File: config.mk
export PLATFORM = sky130hd
export DESIGN_NAME = muladd_top
export DESIGN_NICKNAME = d
export VERILOG_FILES = /design/src/hdl/muladd_cfg_pkg.sv /design/src/hdl/muladd_data_pkg.sv /design/src/hdl/muladd_cfg_if.sv /design/src/hdl/muladd_addr_gen.sv /design/src/hdl/muladd_config_regs.sv /design/src/hdl/muladd_top.sv /design/src/hdl/muladd_unit.sv
export VERILOG_INCLUDE_DIRS = /design/src /design/src/include
export SDC_FILE = /design/constraint.sdc
export NUM_CORES = 1
export LEC_CHECK = 0
export ABC_CLOCK_PERIOD_IN_PS = 8100
export BUFFER_PORTS_ARGS = -buffer_cell sky130_fd_sc_hd__buf_2
export CORE_MARGIN = 2
export CORE_UTILIZATION = 45
export CTS_CLUSTER_DIAMETER = 60
export CTS_CLUSTER_SIZE = 28
export DETAILED_ROUTE_END_ITERATION = 6
export PLACE_DENSITY = 0.67
export SLEW_MARGIN = 10
export SYNTH_ARGS = -nofsm -noshare
export SYNTH_HDL_FRONTEND = slang
export SYNTH_HIERARCHICAL = 1
export SYNTH_SLANG_ARGS = --single-unit
File: constraint.sdc
create_clock -name clk -period 8.1 [get_ports clk]
set_input_delay 1.62 -clock clk [delete_from_list [all_inputs] [get_ports clk]]
set_output_delay 1.62 -clock clk [all_outputs]
set_load 0.01 [all_outputs]
File: src/include/muladd_defs_defs.svh
`ifndef MULADD_DEFS_DEFS_SVH
`define MULADD_DEFS_DEFS_SVH

// datapath widths
`define MULADD_DATA_W    16   // operands and output
`define MULADD_ADDR_W    10   // iteration counter and address
`define MULADD_PERIOD_W  5    // period and delay
`define MULADD_SHIFT_W   5    // output shift amount

// edges from operand sample to out_valid
`define MULADD_LATENCY   3

// config register map
`define MULADD_CFG_ADDR_W  3
`define MULADD_REG_OPCODE  3'd0
`define MULADD_REG_ITER    3'd1
`define MULADD_REG_PERIOD  3'd2
`define MULADD_REG_DELAY   3'd3
`define MULADD_REG_SHIFT   3'd4
`define MULADD_REG_RUN     3'd5   // write only, fires the run pulse

`endif

File: src/hdl/muladd_cfg_pkg.sv
`default_nettype none

`include "muladd_defs_defs.svh"

package muladd_cfg_pkg;

   // accumulate direction
   typedef enum logic {
      op_macc = 1'b0,
      op_msub = 1'b1
   } muladd_op_t;

   // full unit configuration, held by the register block
   typedef struct packed {
      muladd_op_t                 opcode;
      logic [`MULADD_ADDR_W-1:0]   iterations;  // groups per run
      logic [`MULADD_PERIOD_W-1:0] period;      // pairs per group
      logic [`MULADD_PERIOD_W-1:0] delay;       // idle cycles after run
      logic [`MULADD_SHIFT_W-1:0]  shift;       // logical right shift of result
   } muladd_cfg_t;

endpackage

`default_nettype wire

File: src/hdl/muladd_data_pkg.sv
`default_nettype none

`include "muladd_defs_defs.svh"

package muladd_data_pkg;

   // operand and output word
   typedef logic signed [`MULADD_DATA_W-1:0] operand_t;

   // full precision product and group sum
   typedef logic signed [2*`MULADD_DATA_W-1:0] acc_t;

endpackage

`default_nettype wire

File: src/hdl/muladd_cfg_if.sv
`timescale 1ns/1ps
`default_nettype none

interface muladd_cfg_if;

   import muladd_cfg_pkg::*;

   muladd_cfg_t cfg;   // current settings
   logic        run;   // one cycle start strobe

   // register block side
   modport src (
      output cfg,
      output run
   );

   // consumers: address generator and datapath
   modport dst (
      input cfg,
      input run
   );

endinterface

`default_nettype wire

File: src/hdl/muladd_addr_gen.sv
`timescale 1ns/1ps
`default_nettype none

`include "muladd_defs_defs.svh"

module muladd_addr_gen (
   input  wire logic                      clk,
   input  wire logic                      rst,
   muladd_cfg_if.dst                      cfg,
   output logic [`MULADD_ADDR_W-1:0]      addr,
   output logic                           mem_en,
   output logic                           done
);

   typedef enum logic [1:0] {
      st_idle,
      st_delay,
      st_active
   } state_t;

   state_t                     state;
   logic [`MULADD_PERIOD_W-1:0] dcnt;  // remaining delay cycles
   logic [`MULADD_PERIOD_W-1:0] pcnt;  // position inside the group
   logic [`MULADD_ADDR_W-1:0]   icnt;  // groups finished so far
   logic                       last_p;
   logic                       last_i;

   assign last_p = (pcnt == cfg.cfg.period - `MULADD_PERIOD_W'd1);
   assign last_i = (icnt == cfg.cfg.iterations - `MULADD_ADDR_W'd1);

   always_ff @(posedge clk or posedge rst) begin
      if (rst) begin
         state <= st_idle;
         dcnt  <= '0;
         pcnt  <= '0;
         icnt  <= '0;
      end else begin
         case (state)
            st_idle: begin
               pcnt <= '0;
               icnt <= '0;
               // zero iterations means nothing to do
               if (cfg.run && (cfg.cfg.iterations != '0)) begin
                  dcnt  <= cfg.cfg.delay;
                  state <= (cfg.cfg.delay != '0) ? st_delay : st_active;
               end
            end
            st_delay: begin
               dcnt <= dcnt - `MULADD_PERIOD_W'd1;
               if (dcnt == `MULADD_PERIOD_W'd1)
                  state <= st_active;
            end
            st_active: begin
               if (last_p) begin
                  pcnt <= '0;        // wrap back to start
                  icnt <= icnt + `MULADD_ADDR_W'd1;
                  if (last_i)
                     state <= st_idle;
               end else begin
                  pcnt <= pcnt + `MULADD_PERIOD_W'd1;
               end
            end
            default: state <= st_idle;
         endcase
      end
   end

   assign addr   = {{(`MULADD_ADDR_W-`MULADD_PERIOD_W){1'b0}}, pcnt};
   assign mem_en = (state == st_active);
   assign done   = (state == st_idle);  // also high out of reset

endmodule

`default_nettype wire

File: src/hdl/muladd_config_regs.sv
`timescale 1ns/1ps
`default_nettype none

`include "muladd_defs_defs.svh"

module muladd_config_regs (
   input  wire logic                          clk,
   input  wire logic                          rst,
   input  wire logic                          cfg_we,
   input  wire logic [`MULADD_CFG_ADDR_W-1:0] cfg_addr,
   input  wire logic [`MULADD_ADDR_W-1:0]     cfg_wdata,
   muladd_cfg_if.src                          cfg
);

   import muladd_cfg_pkg::*;

   muladd_cfg_t cfg_q;
   logic        run_q;

   always_ff @(posedge clk or posedge rst) begin
      if (rst) begin
         cfg_q <= '0;
         run_q <= 1'b0;
      end else begin
         run_q <= cfg_we && (cfg_addr == `MULADD_REG_RUN); // high for one cycle only
         if (cfg_we) begin
            case (cfg_addr)
               `MULADD_REG_OPCODE: cfg_q.opcode     <= muladd_op_t'(cfg_wdata[0]);
               `MULADD_REG_ITER:   cfg_q.iterations <= cfg_wdata;
               `MULADD_REG_PERIOD: cfg_q.period     <= cfg_wdata[`MULADD_PERIOD_W-1:0];
               `MULADD_REG_DELAY:  cfg_q.delay      <= cfg_wdata[`MULADD_PERIOD_W-1:0];
               `MULADD_REG_SHIFT:  cfg_q.shift      <= cfg_wdata[`MULADD_SHIFT_W-1:0];
               default: ;          // run and unmapped addresses store nothing
            endcase
         end
      end
   end

   assign cfg.cfg = cfg_q;
   assign cfg.run = run_q;

endmodule

`default_nettype wire

File: src/hdl/muladd_top.sv
`timescale 1ns/1ps
`default_nettype none

`include "muladd_defs_defs.svh"

module muladd_top (
   input  wire logic                          clk,
   input  wire logic                          rst,
   input  wire logic                          cfg_we,
   input  wire logic [`MULADD_CFG_ADDR_W-1:0] cfg_addr,
   input  wire logic [`MULADD_ADDR_W-1:0]     cfg_wdata,
   input  wire muladd_data_pkg::operand_t      in1,
   input  wire muladd_data_pkg::operand_t      in2,
   output muladd_data_pkg::operand_t          out,
   output logic                               out_valid,
   output logic                               done
);

   logic [`MULADD_ADDR_W-1:0] addr;
   logic                     mem_en;

   muladd_cfg_if cfg_bus ();

   muladd_config_regs u_config_regs (
      .clk       (clk),
      .rst       (rst),
      .cfg_we    (cfg_we),
      .cfg_addr  (cfg_addr),
      .cfg_wdata (cfg_wdata),
      .cfg       (cfg_bus.src)
   );

   muladd_addr_gen u_addr_gen (
      .clk    (clk),
      .rst    (rst),
      .cfg    (cfg_bus.dst),
      .addr   (addr),
      .mem_en (mem_en),
      .done   (done)
   );

   muladd_unit u_unit (
      .clk       (clk),
      .rst       (rst),
      .cfg       (cfg_bus.dst),
      .in1       (in1),
      .in2       (in2),
      .addr      (addr),
      .mem_en    (mem_en),
      .out       (out),
      .out_valid (out_valid)
   );

endmodule

`default_nettype wire

File: src/hdl/muladd_unit.sv
`timescale 1ns/1ps
`default_nettype none

`include "muladd_defs_defs.svh"

module muladd_unit (
   input  wire logic                     clk,
   input  wire logic                     rst,
   muladd_cfg_if.dst                     cfg,
   input  wire muladd_data_pkg::operand_t in1,
   input  wire muladd_data_pkg::operand_t in2,
   input  wire logic [`MULADD_ADDR_W-1:0] addr,
   input  wire logic                     mem_en,
   output muladd_data_pkg::operand_t     out,
   output logic                          out_valid
);

   import muladd_cfg_pkg::*;
   import muladd_data_pkg::*;

   operand_t                   in1_q;
   operand_t                   in2_q;
   acc_t                       prod;
   acc_t                       acc;
   acc_t                       acc_base;
   acc_t                       out_q;
   acc_t                       shifted;
   logic                       restart1;
   logic                       restart2;
   logic [`MULADD_LATENCY:0]    last_pipe;  // last flag, one bit per stage
   logic [`MULADD_ADDR_W-1:0]   last_addr;

   assign last_addr = `MULADD_ADDR_W'(cfg.cfg.period) - `MULADD_ADDR_W'd1;

   // control flags travel beside the data
   always_ff @(posedge clk or posedge rst) begin
      if (rst) begin
         restart1  <= 1'b0;
         restart2  <= 1'b0;
         last_pipe <= '0;
      end else begin
         restart1  <= (addr == '0);
         restart2  <= restart1;
         last_pipe <= {last_pipe[`MULADD_LATENCY-1:0], mem_en && (addr == last_addr)};
      end
   end

   assign acc_base = restart2 ? '0 : acc;  // new group starts from zero

   // dsp style datapath, no reset on payload
   always_ff @(posedge clk) begin
      in1_q <= in1;                  // stage 1
      in2_q <= in2;
      prod  <= in1_q * in2_q;        // stage 2, full width signed
      if (cfg.cfg.opcode == op_macc) // stage 3
         acc <= acc_base + prod;
      else
         acc <= acc_base - prod;
      out_q <= acc;                  // output register
   end

   assign shifted   = out_q >> cfg.cfg.shift;   // logical shift
   assign out       = shifted[`MULADD_DATA_W-1:0];
   assign out_valid = last_pipe[`MULADD_LATENCY];

endmodule

`default_nettype wire

==> results of run 1 <==
## cell usage in the layout, fill, tap and decap left out, types with 21 or more instances in the layout
| master | n |
|---|---|
| nor3_1 | 26 |
| dfxtp_1 | 128 |
| dfrtp_1 | 55 |
| nor2_1 | 95 |
| ha_1 | 121 |
| mux2_2 | 24 |
| buf_2 | 65 |
| a21o_1 | 21 |
| xnor2_1 | 87 |
| nand3_1 | 29 |
| xor2_1 | 27 |
| inv_1 | 334 |
| fa_1 | 263 |
| mux2i_1 | 23 |
| and2_1 | 124 |
| o21ai_0 | 57 |
| a21oi_1 | 90 |
| nand2_1 | 198 |
| nor2b_1 | 43 |
## per-stage QoR
step                      cell area [um2]    util  hold slack, ps
after global routing                20570  0.4893           340.5
after global placement              19960  0.4747           330.1
after CTS                           20570  0.4893           336.3
after floorplan                     19250       -           323.5
final                               20570  0.4893           333.2
after detailed placement            19960  0.4747           328.0
## critical path, stage by stage (launching register included)
cell     delay (ps)
dfxtp_1         830
nand2_1         160
fa_1            510
inv_1            50
fa_1            500
inv_1            50
fa_1            530
inv_1            50
fa_1            440
fa_1            490
inv_1            50
fa_1            470
inv_1            40
ha_1            380
a21oi_1         290
a21oi_1         110
nor2_1          120
o31ai_1         130
a31o_1          260
a221o_1         320
or2_1           240
a31oi_1         200
xnor2_1         130
## routing by layer
layer | global-route usage | wire length [um] | vias up
li1 | - | - | 6674
met5 | 0 | 0 | -
met4 | 0.07552 | 1116 | 0
met3 | 0.02765 | 1721 | 70
met1 | 0.2633 | 18990 | 6885
met2 | 0.3595 | 21220 | 338
## registers in the layout, indices dropped and copies added, names as in the netlist
register / cells
u_unit/in2_q: 16
u_addr_gen/pcnt: 5
u_config_regs/cfg.run: 1
u_unit/acc: 32
u_unit/prod: 32
u_unit/restart1: 1
u_unit/last_pipe: 4
u_unit/out_q: 32
u_addr_gen/icnt: 10
u_addr_gen/state: 2
u_config_regs/cfg.cfg: 26
u_unit/restart2: 1
u_addr_gen/dcnt: 5
u_unit/in1_q: 16
## cells by family (layout without fill, tap and decap cells)
kind of cell | after synthesis | count (layout) | share of synthesized area
compound gates | 293 | 293 | 0.09763
buf+inv | 411 | 437 | 0.08293
mux | 69 | 69 | 0.04787
simple gates | 610 | 610 | 0.1623
flops | 183 | 183 | 0.2047
xor+xnor | 114 | 114 | 0.05190
fa+ha+maj | 384 | 384 | 0.3524
other cells | 1 | 5 | 0.0001949
## final cells by class
cell class | instances | share of cell area
clock buffers | 17 | 0.02068
inverters | 336 | 0.06131
repair buffers | 69 | 0.01727
well taps | 539 | 0.03279
multi-input cells | 1475 | 0.6673
clock inverters | 15 | 0.009185
flip-flops and latches | 183 | 0.1915
## worst max-delay path by stage
stage,end,slack (ps)
after global placement,u_unit/prod[26]$_DFF_P_,1790
after detailed placement,u_unit/prod[31]$_DFF_P_,1700
final,u_unit/prod[26]$_DFF_P_,1660
after CTS,u_unit/prod[31]$_DFF_P_,1690
after global routing,u_unit/prod[31]$_DFF_P_,1290
after floorplan,u_unit/prod[26]$_DFF_P_,2250
==> results.md, run 1 <==
* Fraction of registers with async set/reset at 0.3005
* Grt ovf at 0
* DR DRC count at 0
* Max FO, Critical Path at 16
* Min-Delay Path Class: reg2reg
* Die Width at 210.8 um
* Cells after DPL at approximately 2600
* Synth top area share at 0.2737
* Final wirelength at about 43 mm
* Multi-input gate area at roughly 0.014 mm2
* Hold Path End: u_unit/out_q[10]$_DFF_P_
* Reg2reg start: u_unit/in1_q[5]$_DFF_P_
* Worst reg2reg setup slack at ~1700 ps
* Crit start category: flip-flop
* CTS Buffer Depth at 2
* CP arrival at ~6800 ps
* Setup TNS at 0 ps
* Max Freq at approximately 160 MHz
* Root buf cell: clkbuf_16
* Hold depth at 0
* Part of the cycle the worst path needs at 0.7953
* Register area at 0.003939 mm2
* Die area at 0.04442 mm2
* Post-CTS Setup Inserts at 0
* Critical Path Start: u_unit/in1_q[5]$_DFF_P_
* CTS tree: yes
* Crit Path Class: reg2reg
* Wirelength per Cell at ~16 um
* Layout cells sized above 1 at 0.08210
* Hold_buf cts at 0
* Core area at roughly 0.042 mm2
* Max-Cap Viols at 0
* Largest net degree at the start of global routing at slightly above 40
* Port bufs at 65
* Vias per cell at around 5.3
* Final instance count without filler cells at ~2600
* Status: finished clean
* Post-CTS sizing at 0
* Area Growth Syn to Fin at 6.927%
* Synthesized area per cell at roughly 9.3 um2
* # fillers at a little under 4000
* IO Count at 66
* Antenna cell count at 0
* Pre-CTS setup slack at 1700 ps
* Required time of the critical path at ~8500 ps
* Ys flop type: dfxtp_1
* Fin. Hold Viols at 0
* DRT Pass-1 Iters at 5
* Clock Sinks at 183
* Via count at 13970
* First-pass GRT wire length at 73.25 mm
* Clock-pin transition on the worst setup and hold timing paths at around 80 ps
* Initial cell density of the core at 0.4576
* Post-Syn Instances at roughly 2100
* Hold path start: u_unit/acc[10]$_DFF_P_
* Initial antenna violation count at 0
* Total CTS buffers at 17
* GP Congestion at roughly 0.92
* Final-report setup violation count at 0
* RSZ-0062 raised after global routing: no
* Synthesized flop and latch total at about 180
* Post-synth EDFFs at 0
* Cell area after synthesis at between 0.015 and 0.02 mm2
* Area contributors post-synth: fa_1, dfxtp_1, ha_1
* Min cycle time layout at roughly 6400 ps
* Netlist cell types at 95
* Vias in the first global route at roughly 15000
* RR Endpoint: u_unit/prod[26]$_DFF_P_
* Nets at 2514
* Relative slew slack at 0.2704
* Ys Warns at 6
* Slew at the pin closest to its max-slew limit at 1094 ps
* Die Ht at approximately 210 um
* Max H-tree Level at 4
* Skew final at 13.80 ps
* DP HPWL at about 34 mm
* Initial DRC count at 867
* Crit. End Element: flip-flop
* GRT Resource Usage Total at 0.2066
* Slew Viols, Final at 0
* Most frequent cells after synthesis: inv_1, fa_1, nand2_1
* Count leader, synth: inv_1
* Largest area contributor in the netlist: fa_1
* Post-synthesis sequential area ratio at 0.2047
* R2R depth at 22
* Std cell rows at between 70 and 80
* Antenna viol nets, final at 0
* Clk_lat worst skew at 460 ps
* Final setup margin at ~1700 ps
Power of run 1 is left out: the tool's default activity adds up to more than one toggle a clock period on the data nets, which glitch-free logic cannot reach.
==> inputs of run 2 (changes only) <==
Settings changed: ABC_CLOCK_PERIOD_IN_PS 8100 to 5400, PLACE_DENSITY 0.67 to 0.69.
Clock period 8.1 ns to 5.4 ns, I/O delays scaled along.
==> run 2 against run 1 <==
Against the previous run:
- the flow now finishes with violations (negative setup slack)
- die area unchanged
- sequential share of layout area down 1.3 points
- clock skew up 1.5 ps
- sequential cell count unchanged
- clock-buffer cell count unchanged
- routed wire length up 3.9%
- critical path depth down 1
- via count up 4.9%
- fmax up 13%
- register-to-register slack worse by 2000 ps
- first-iteration DRC count down 8.9%
- largest cell class unchanged
==> results.md, run 2 (same netlist as run 1, synthesis figures left out) <==
* Max FO, Critical Path at 4 (was 16)
* DRT Pass-1 Iters at 6 (was 5)
* Slew at the pin closest to its max-slew limit at 1064 ps (was 1094 ps)
* First-pass GRT wire length at 75.65 mm (was 73.25 mm)
* Grt peak-use layer: met2 (unchanged)
* Slew Viols, Final at 0 (unchanged)
* # fillers at 3693 (was 3909)
* Most frequent cells in the layout: inv_1, fa_1, nand2_1 (unchanged)
* Max Freq at 174.7 MHz (was 155.2 MHz)
* Port bufs at 65 (unchanged)
* Max H-tree Level at 4 (unchanged)
* DP Area at 0.02117 mm2 (was 0.01996 mm2)
* Register area at 0.004013 mm2 (was 0.003939 mm2)
* Crit. End Element: flip-flop (unchanged)
* Die Ht at 210.8 um (unchanged)
* DR DRC count at 0 (unchanged)
* Max-Cap Viols at 0 (unchanged)
* Status: finished, violations left (was finished clean)
* Core area at 0.04204 mm2 (unchanged)
* CTS Buffer Depth at 2 (unchanged)
* Required time of the critical path at 5740 ps (was 8490 ps)
* Grt ovf at 0 (unchanged)
* GRT Resource Usage Total at 0.2115 (was 0.2066)
* Root buf cell: clkbuf_16 (unchanged)
* Antenna viol nets, final at 0 (unchanged)
* Die area at 0.04442 mm2 (unchanged)
* Buffers & Inverters on Critical Path at 4 (was 5)
* Met1 usage at 0.2751 (was 0.2633)
* Initial DRC count at 790 (was 867)
* Routing usage on met3 at 0.02572 (was 0.02765)
* Cells after DPL at 2738 (was 2602)
* Top flop regs: u_unit/acc: 32 flops, u_unit/out_q: 32 flops, u_unit/prod: 32 flops (unchanged)
* Min cycle time layout at 5723 ps (was 6442 ps)
* Largest net degree at the start of global routing at 35 (was 41)
* Final setup margin at -323.2 ps (was 1658 ps)
* Commonest non-fill, non-tap cell in the layout: inv_1 (unchanged)
* Final Cell Area at 0.02249 mm2 (was 0.02057 mm2)
* Multi-input gate area at 0.01418 mm2 (was 0.01373 mm2)
* Min-Delay Path Class: reg2reg (unchanged)
* GP Congestion at 0.9266 (was 0.9249)
* Clock Sinks at 183 (unchanged)
* Nets at 2679 (was 2514)
* Initial cell density of the core at 0.4576 (unchanged)
* GR Layer Usage met2 at 0.3654 (was 0.3595)
* Part of the cycle the worst path needs at 1.060 (was 0.7953)
* Worst-path cell chain: buf_6, and2_4, fa_1, inv_1, fa_1, fa_2, fa_1, inv_1, fa_1, fa_1, ha_4, nand2_2, nor2_4, buf_6, nand3_4, a2111oi_4, o221ai_2, a21oi_2, a211o_1, a21oi_2, xnor2_1 (was nand2_1, fa_1, inv_1, fa_1, inv_1, fa_1, inv_1, fa_1, fa_1, inv_1, fa_1, inv_1, ha_1, a21oi_1, a21oi_1, nor2_1, o31ai_1, a31o_1, a221o_1, or2_1, a31oi_1, xnor2_1)
* CTS tree: yes (unchanged)
* CP max stage delay at 530 ps (was 830 ps)
* Hold_buf cts at 0 (unchanged)
* Final-report setup violation count at 13 (was 0)
* CP arrival at 6060 ps (was 6830 ps)
* Wirelength per Cell at 15.98 um (was 16.34 um)
* Layout cells sized above 1 at 0.2009 (was 0.08210)
* Std cell rows at 75 (unchanged)
* Fin. Hold Viols at 0 (unchanged)
* CP most frequent cell: fa_1 (unchanged)
* IO Count at 66 (unchanged)
* Antenna cell count at 0 (unchanged)
* Vias in the first global route at 15500 (was 14750)
* RSZ-0062 raised after global routing: yes (was no)
* Crit start category: flip-flop (unchanged)
* Delay-heaviest family, CP: adder cells (unchanged)
* Vias per cell at 5.237 (was 5.303)
* Initial antenna violation count at 0 (unchanged)
* Final instance count without filler cells at 2799 (was 2634)
* Clock-pin transition on the worst setup and hold timing paths at 80 ps (about the same)
* Clk_lat worst skew at 470 ps (was 460 ps)
* Final wirelength at 44.74 mm (was 43.05 mm)
* Skew final at 15.32 ps (was 13.80 ps)
* Area Growth Syn to Fin at 16.88% (was 6.927%)
* Failing checks: negative setup slack
* Via count at 14660 (was 13970)
* Relative slew slack at 0.2901 (was 0.2704)
* Slowest-stage cell, CP: fa_1 (was dfxtp_1)
* Crit Path Class: reg2reg (unchanged)
* Die Width at 210.8 um (unchanged)
* Total CTS buffers at 17 (unchanged)
* DP HPWL at 35.77 mm (was 34.34 mm)
-- run 2: routing by layer --
| layer | routed length, um | part of all wire | vias to the layer above |
|---|---|---|---|
| met1 | 20180 | 0.45 | 7235 |
| met2 | 21920 | 0.49 | 331 |
| met5 | 0 | 0 | - |
| met3 | 1395 | 0.031 | 90 |
| li1 | - | - | 7002 |
| met4 | 1244 | 0.028 | 0 |
-- run 2: path summary, 6_finish.rpt --
check / to / from / slack, ps / depth (start not counted)
max in group asynchronous: u_config_regs/cfg.cfg[5]$_DFFE_PP0P_ / rst / 3860 / 2
min reg2reg: u_unit/out_q[3]$_DFF_P_ / u_unit/acc[3]$_DFF_P_ / 330 / 0
max reg2reg: u_unit/prod[31]$_DFF_P_ / u_unit/in1_q[5]$_DFF_P_ / -320 / 21
min in group asynchronous: u_unit/restart1$_DFF_PP0_ / rst / 550 / 2
max: u_unit/prod[31]$_DFF_P_ / u_unit/in1_q[5]$_DFF_P_ / -320 / 21
min: u_unit/out_q[3]$_DFF_P_ / u_unit/acc[3]$_DFF_P_ / 330 / 0
-- run 2: what timing repair did --
| item | in CTS | in global routing |
|---|---|---|
| cloned | 0 | 0 |
| resized for setup | 80 | 70 |
| setup endpoints to repair | 14 | 18 |
| pin swaps | 46 | 31 |
| buffers inserted | 25 | 13 |
-- run 2: through the flow --
| step | hold WS [ps] | setup TNS [ps] | utilization | worst slack (ps) |
|---|---|---|---|---|
| 3_3_place_gp | 329.4 | -2962 | 0.5035 | -395.8 |
| 2_1_floorplan | 323.5 | -287.4 | - | -140.0 |
| 5_1_grt | 347.9 | -4940 | 0.5349 | -546.0 |
| 6_report | 333.5 | -2466 | 0.5349 | -323.2 |
| 4_1_cts | 339.0 | -2454 | 0.5283 | -319.3 |
| 3_5_place_dp | 331.1 | -4000 | 0.5035 | -477.2 |
-- run 2: layout make-up --
class                   count  share of cell area
flip-flops and latches    183              0.1785
clock buffers              17             0.01892
inverters                 336             0.05620
clock inverters            15            0.009181
repair buffers            234             0.07646
well taps                 539             0.02999
multi-input cells        1475              0.6308
Power of run 2 is left out for the same reason.
==> inputs of run 3 (changes only) <==
Settings changed: CAP_MARGIN set to 20, CORE_UTILIZATION 45 to 50, PLACE_DENSITY 0.69 to 0.75.
==> run 3 against run 2 <==
Against the previous run:
- the flow still finishes with violations (negative setup slack)
- clock skew about the same
- routed wire length about the same
- worst hold slack better by 10 ps
- final area down 0.63%
- critical path depth up 1
- clock-buffer cell count up 1
- final cell count down 1.2%
- register-to-register slack worse by 60 ps
- utilization up 5.7 points
==> results.md, run 3 (same netlist as run 1, synthesis figures left out) <==
* DP HPWL at 35.31 mm (was 35.77 mm)
* DR DRC count at 0 (unchanged)
* Max H-tree Level at 4 (unchanged)
* CTS Buffer Depth at 2 (unchanged)
* Hold depth at 0 (unchanged)
* Initial antenna violation count at 0 (unchanged)
* Final wirelength at 44.76 mm (was 44.74 mm)
* Grt ovf at 0 (unchanged)
* Core area at 0.03776 mm2 (was 0.04204 mm2)
* Crit Path Class: reg2reg (unchanged)
* Die Width at 200.2 um (was 210.8 um)
* GRT Resource Usage Total at 0.2233 (was 0.2115)
* Layout cells sized above 1 at 0.2050 (was 0.2009)
* Multi-input gate area at 0.01420 mm2 (was 0.01418 mm2)
* Antenna viol nets, final at 0 (unchanged)
* Worst reg2reg setup slack at -390 ps (was -320 ps)
* Wirelength per Cell at 16.19 um (was 15.98 um)
* Commonest non-fill, non-tap cell in the layout: inv_1 (unchanged)
* Clk_lat worst skew at 440 ps (was 470 ps)
* Root buf cell: clkbuf_16 (unchanged)
* Skew final at 15.09 ps (was 15.32 ps)
* Top flop regs: u_unit/acc: 32 flops, u_unit/out_q: 32 flops, u_unit/prod: 32 flops (unchanged)
* Die Ht at 200.2 um (was 210.8 um)
* Clock-pin transition on the worst setup and hold timing paths at 80 ps (about the same)
* Port bufs at 65 (unchanged)
* Via count at 14850 (was 14660)
* Max Freq at 172.9 MHz (was 174.7 MHz)
* Max-Cap Viols at 0 (unchanged)
* Final-report setup violation count at 13 (unchanged)
* Min cycle time layout at 5785 ps (was 5723 ps)
* Relative slew slack at 0.3118 (was 0.2901)
* CTS tree: yes (unchanged)
* Crit. End Element: flip-flop (unchanged)
* Fin. Hold Viols at 0 (unchanged)
* Most frequent cells in the layout: inv_1, fa_1, nand2_1 (unchanged)
* Final Cell Area at 0.02234 mm2 (was 0.02249 mm2)
* Max FO, Critical Path at 6 (was 4)
* Largest net degree at the start of global routing at 35 (unchanged)
* R2R depth at 22 (was 21)
* Reg2reg start: u_unit/in2_q[4]$_DFF_P_ (was u_unit/in1_q[5]$_DFF_P_)
* RR Endpoint: u_unit/prod[24]$_DFF_P_ (was u_unit/prod[31]$_DFF_P_)
* Total CTS buffers at 17 (unchanged)
* Slew Viols, Final at 0 (unchanged)
* Clock Sinks at 183 (unchanged)
* Hold_buf cts at 0 (unchanged)
* Hold Path End: u_unit/out_q[6]$_DFF_P_ (was u_unit/out_q[3]$_DFF_P_)
* Failing checks: negative setup slack (unchanged)
* Vias in the first global route at 15660 (was 15500)
* Register area at 0.004010 mm2 (was 0.004013 mm2)
* RSZ-0062 raised after global routing: yes (unchanged)
* Vias per cell at 5.369 (was 5.237)
* Slew at the pin closest to its max-slew limit at 1025 ps (was 1064 ps)
* Die area at 0.04006 mm2 (was 0.04442 mm2)
* GP Congestion at 0.9028 (was 0.9266)
* Crit start category: flip-flop (unchanged)
* Std cell rows at 71 (was 75)
* CP arrival at 6110 ps (was 6060 ps)
* Status: finished, violations left (unchanged)
* # fillers at 3114 (was 3693)
* Part of the cycle the worst path needs at 1.071 (was 1.060)
* Required time of the critical path at 5730 ps (was 5740 ps)
* Nets at 2673 (was 2679)
* Final setup margin at -385.3 ps (was -323.2 ps)
* Min-Delay Path Class: reg2reg (unchanged)
* Area Growth Syn to Fin at 16.14% (was 16.88%)
* DRT Pass-1 Iters at 6 (unchanged)
* Initial cell density of the core at 0.5095 (was 0.4576)
* Initial DRC count at 900 (was 790)
* DP Area at 0.02111 mm2 (was 0.02117 mm2)
* Antenna cell count at 0 (unchanged)
* First-pass GRT wire length at 74.63 mm (was 75.65 mm)
* IO Count at 66 (unchanged)
* Hold path start: u_unit/acc[6]$_DFF_P_ (was u_unit/acc[3]$_DFF_P_)
## run 3: worst max-delay path, cell delays in order, from the launching register on
cell	delay, ps
dfxtp_4	390
buf_6	150
and2_4	160
fa_1	420
inv_1	100
fa_2	460
fa_2	590
inv_2	40
fa_2	420
fa_1	520
inv_2	40
fa_1	480
inv_2	40
ha_4	230
a21oi_4	150
a21oi_1	80
nor2_1	140
o31ai_2	110
a31o_1	230
a221o_1	360
or2_1	270
buf_4	150
xor2_1	130
## run 3: timing repair
action | 4_1_cts | 5_1_grt
pin swaps | 46 | 68
setup endpoints to repair | 14 | 17
buffers inserted | 12 | 14
gates resized for setup | 79 | 69
## run 3: worst max-delay path by stage
stage / slack (ps) / startpoint / cells past startpoint / endpoint
3_3_place_gp: -370 / u_unit/in2_q[1]$_DFF_P_ / 20 / u_unit/prod[26]$_DFF_P_
6_report: -390 / u_unit/in2_q[4]$_DFF_P_ / 22 / u_unit/prod[24]$_DFF_P_
4_1_cts: -280 / u_unit/in2_q[4]$_DFF_P_ / 21 / u_unit/prod[26]$_DFF_P_
2_1_floorplan: -140 / u_unit/in2_q[7]$_DFF_P_ / 24 / u_unit/prod[26]$_DFF_P_
5_1_grt: -540 / u_unit/in2_q[4]$_DFF_P_ / 21 / u_unit/prod[26]$_DFF_P_
3_5_place_dp: -450 / u_unit/in2_q[1]$_DFF_P_ / 22 / u_unit/prod[26]$_DFF_P_
## run 3: per-stage QoR
step	setup slack [ps]	utilization	std cells	setup TNS, ps	hold WS, ps
after floorplan	-140.0	-	2069	-287.4	323.5
final	-385.3	0.5918	2765	-3232	343.5
after global placement	-367.6	0.5590	2708	-2824	327.8
after CTS	-278.3	0.5827	2750	-1601	343.1
after detailed placement	-446.8	0.5590	2708	-4016	331.4
after global routing	-538.1	0.5918	2765	-5637	350.8
## run 3: cell type report
type / instances / area share
clock buffers: 18 / 0.01966
clock inverters: 14 / 0.006776
inverters: 336 / 0.05645
multi-input cells: 1475 / 0.6354
flip-flops and latches: 183 / 0.1795
well taps: 511 / 0.02862
repair buffers: 228 / 0.07364
## run 3: layer usage
metal | GRT usage | up-vias | share of wire
li1 | - | 6988 | -
met1 | 0.2869 | 7333 | 0.43
met2 | 0.3924 | 453 | 0.50
met3 | 0.03026 | 72 | 0.045
met4 | 0.06610 | 0 | 0.023
met5 | 0 | - | 0
Power of run 3 is left out for the same reason.
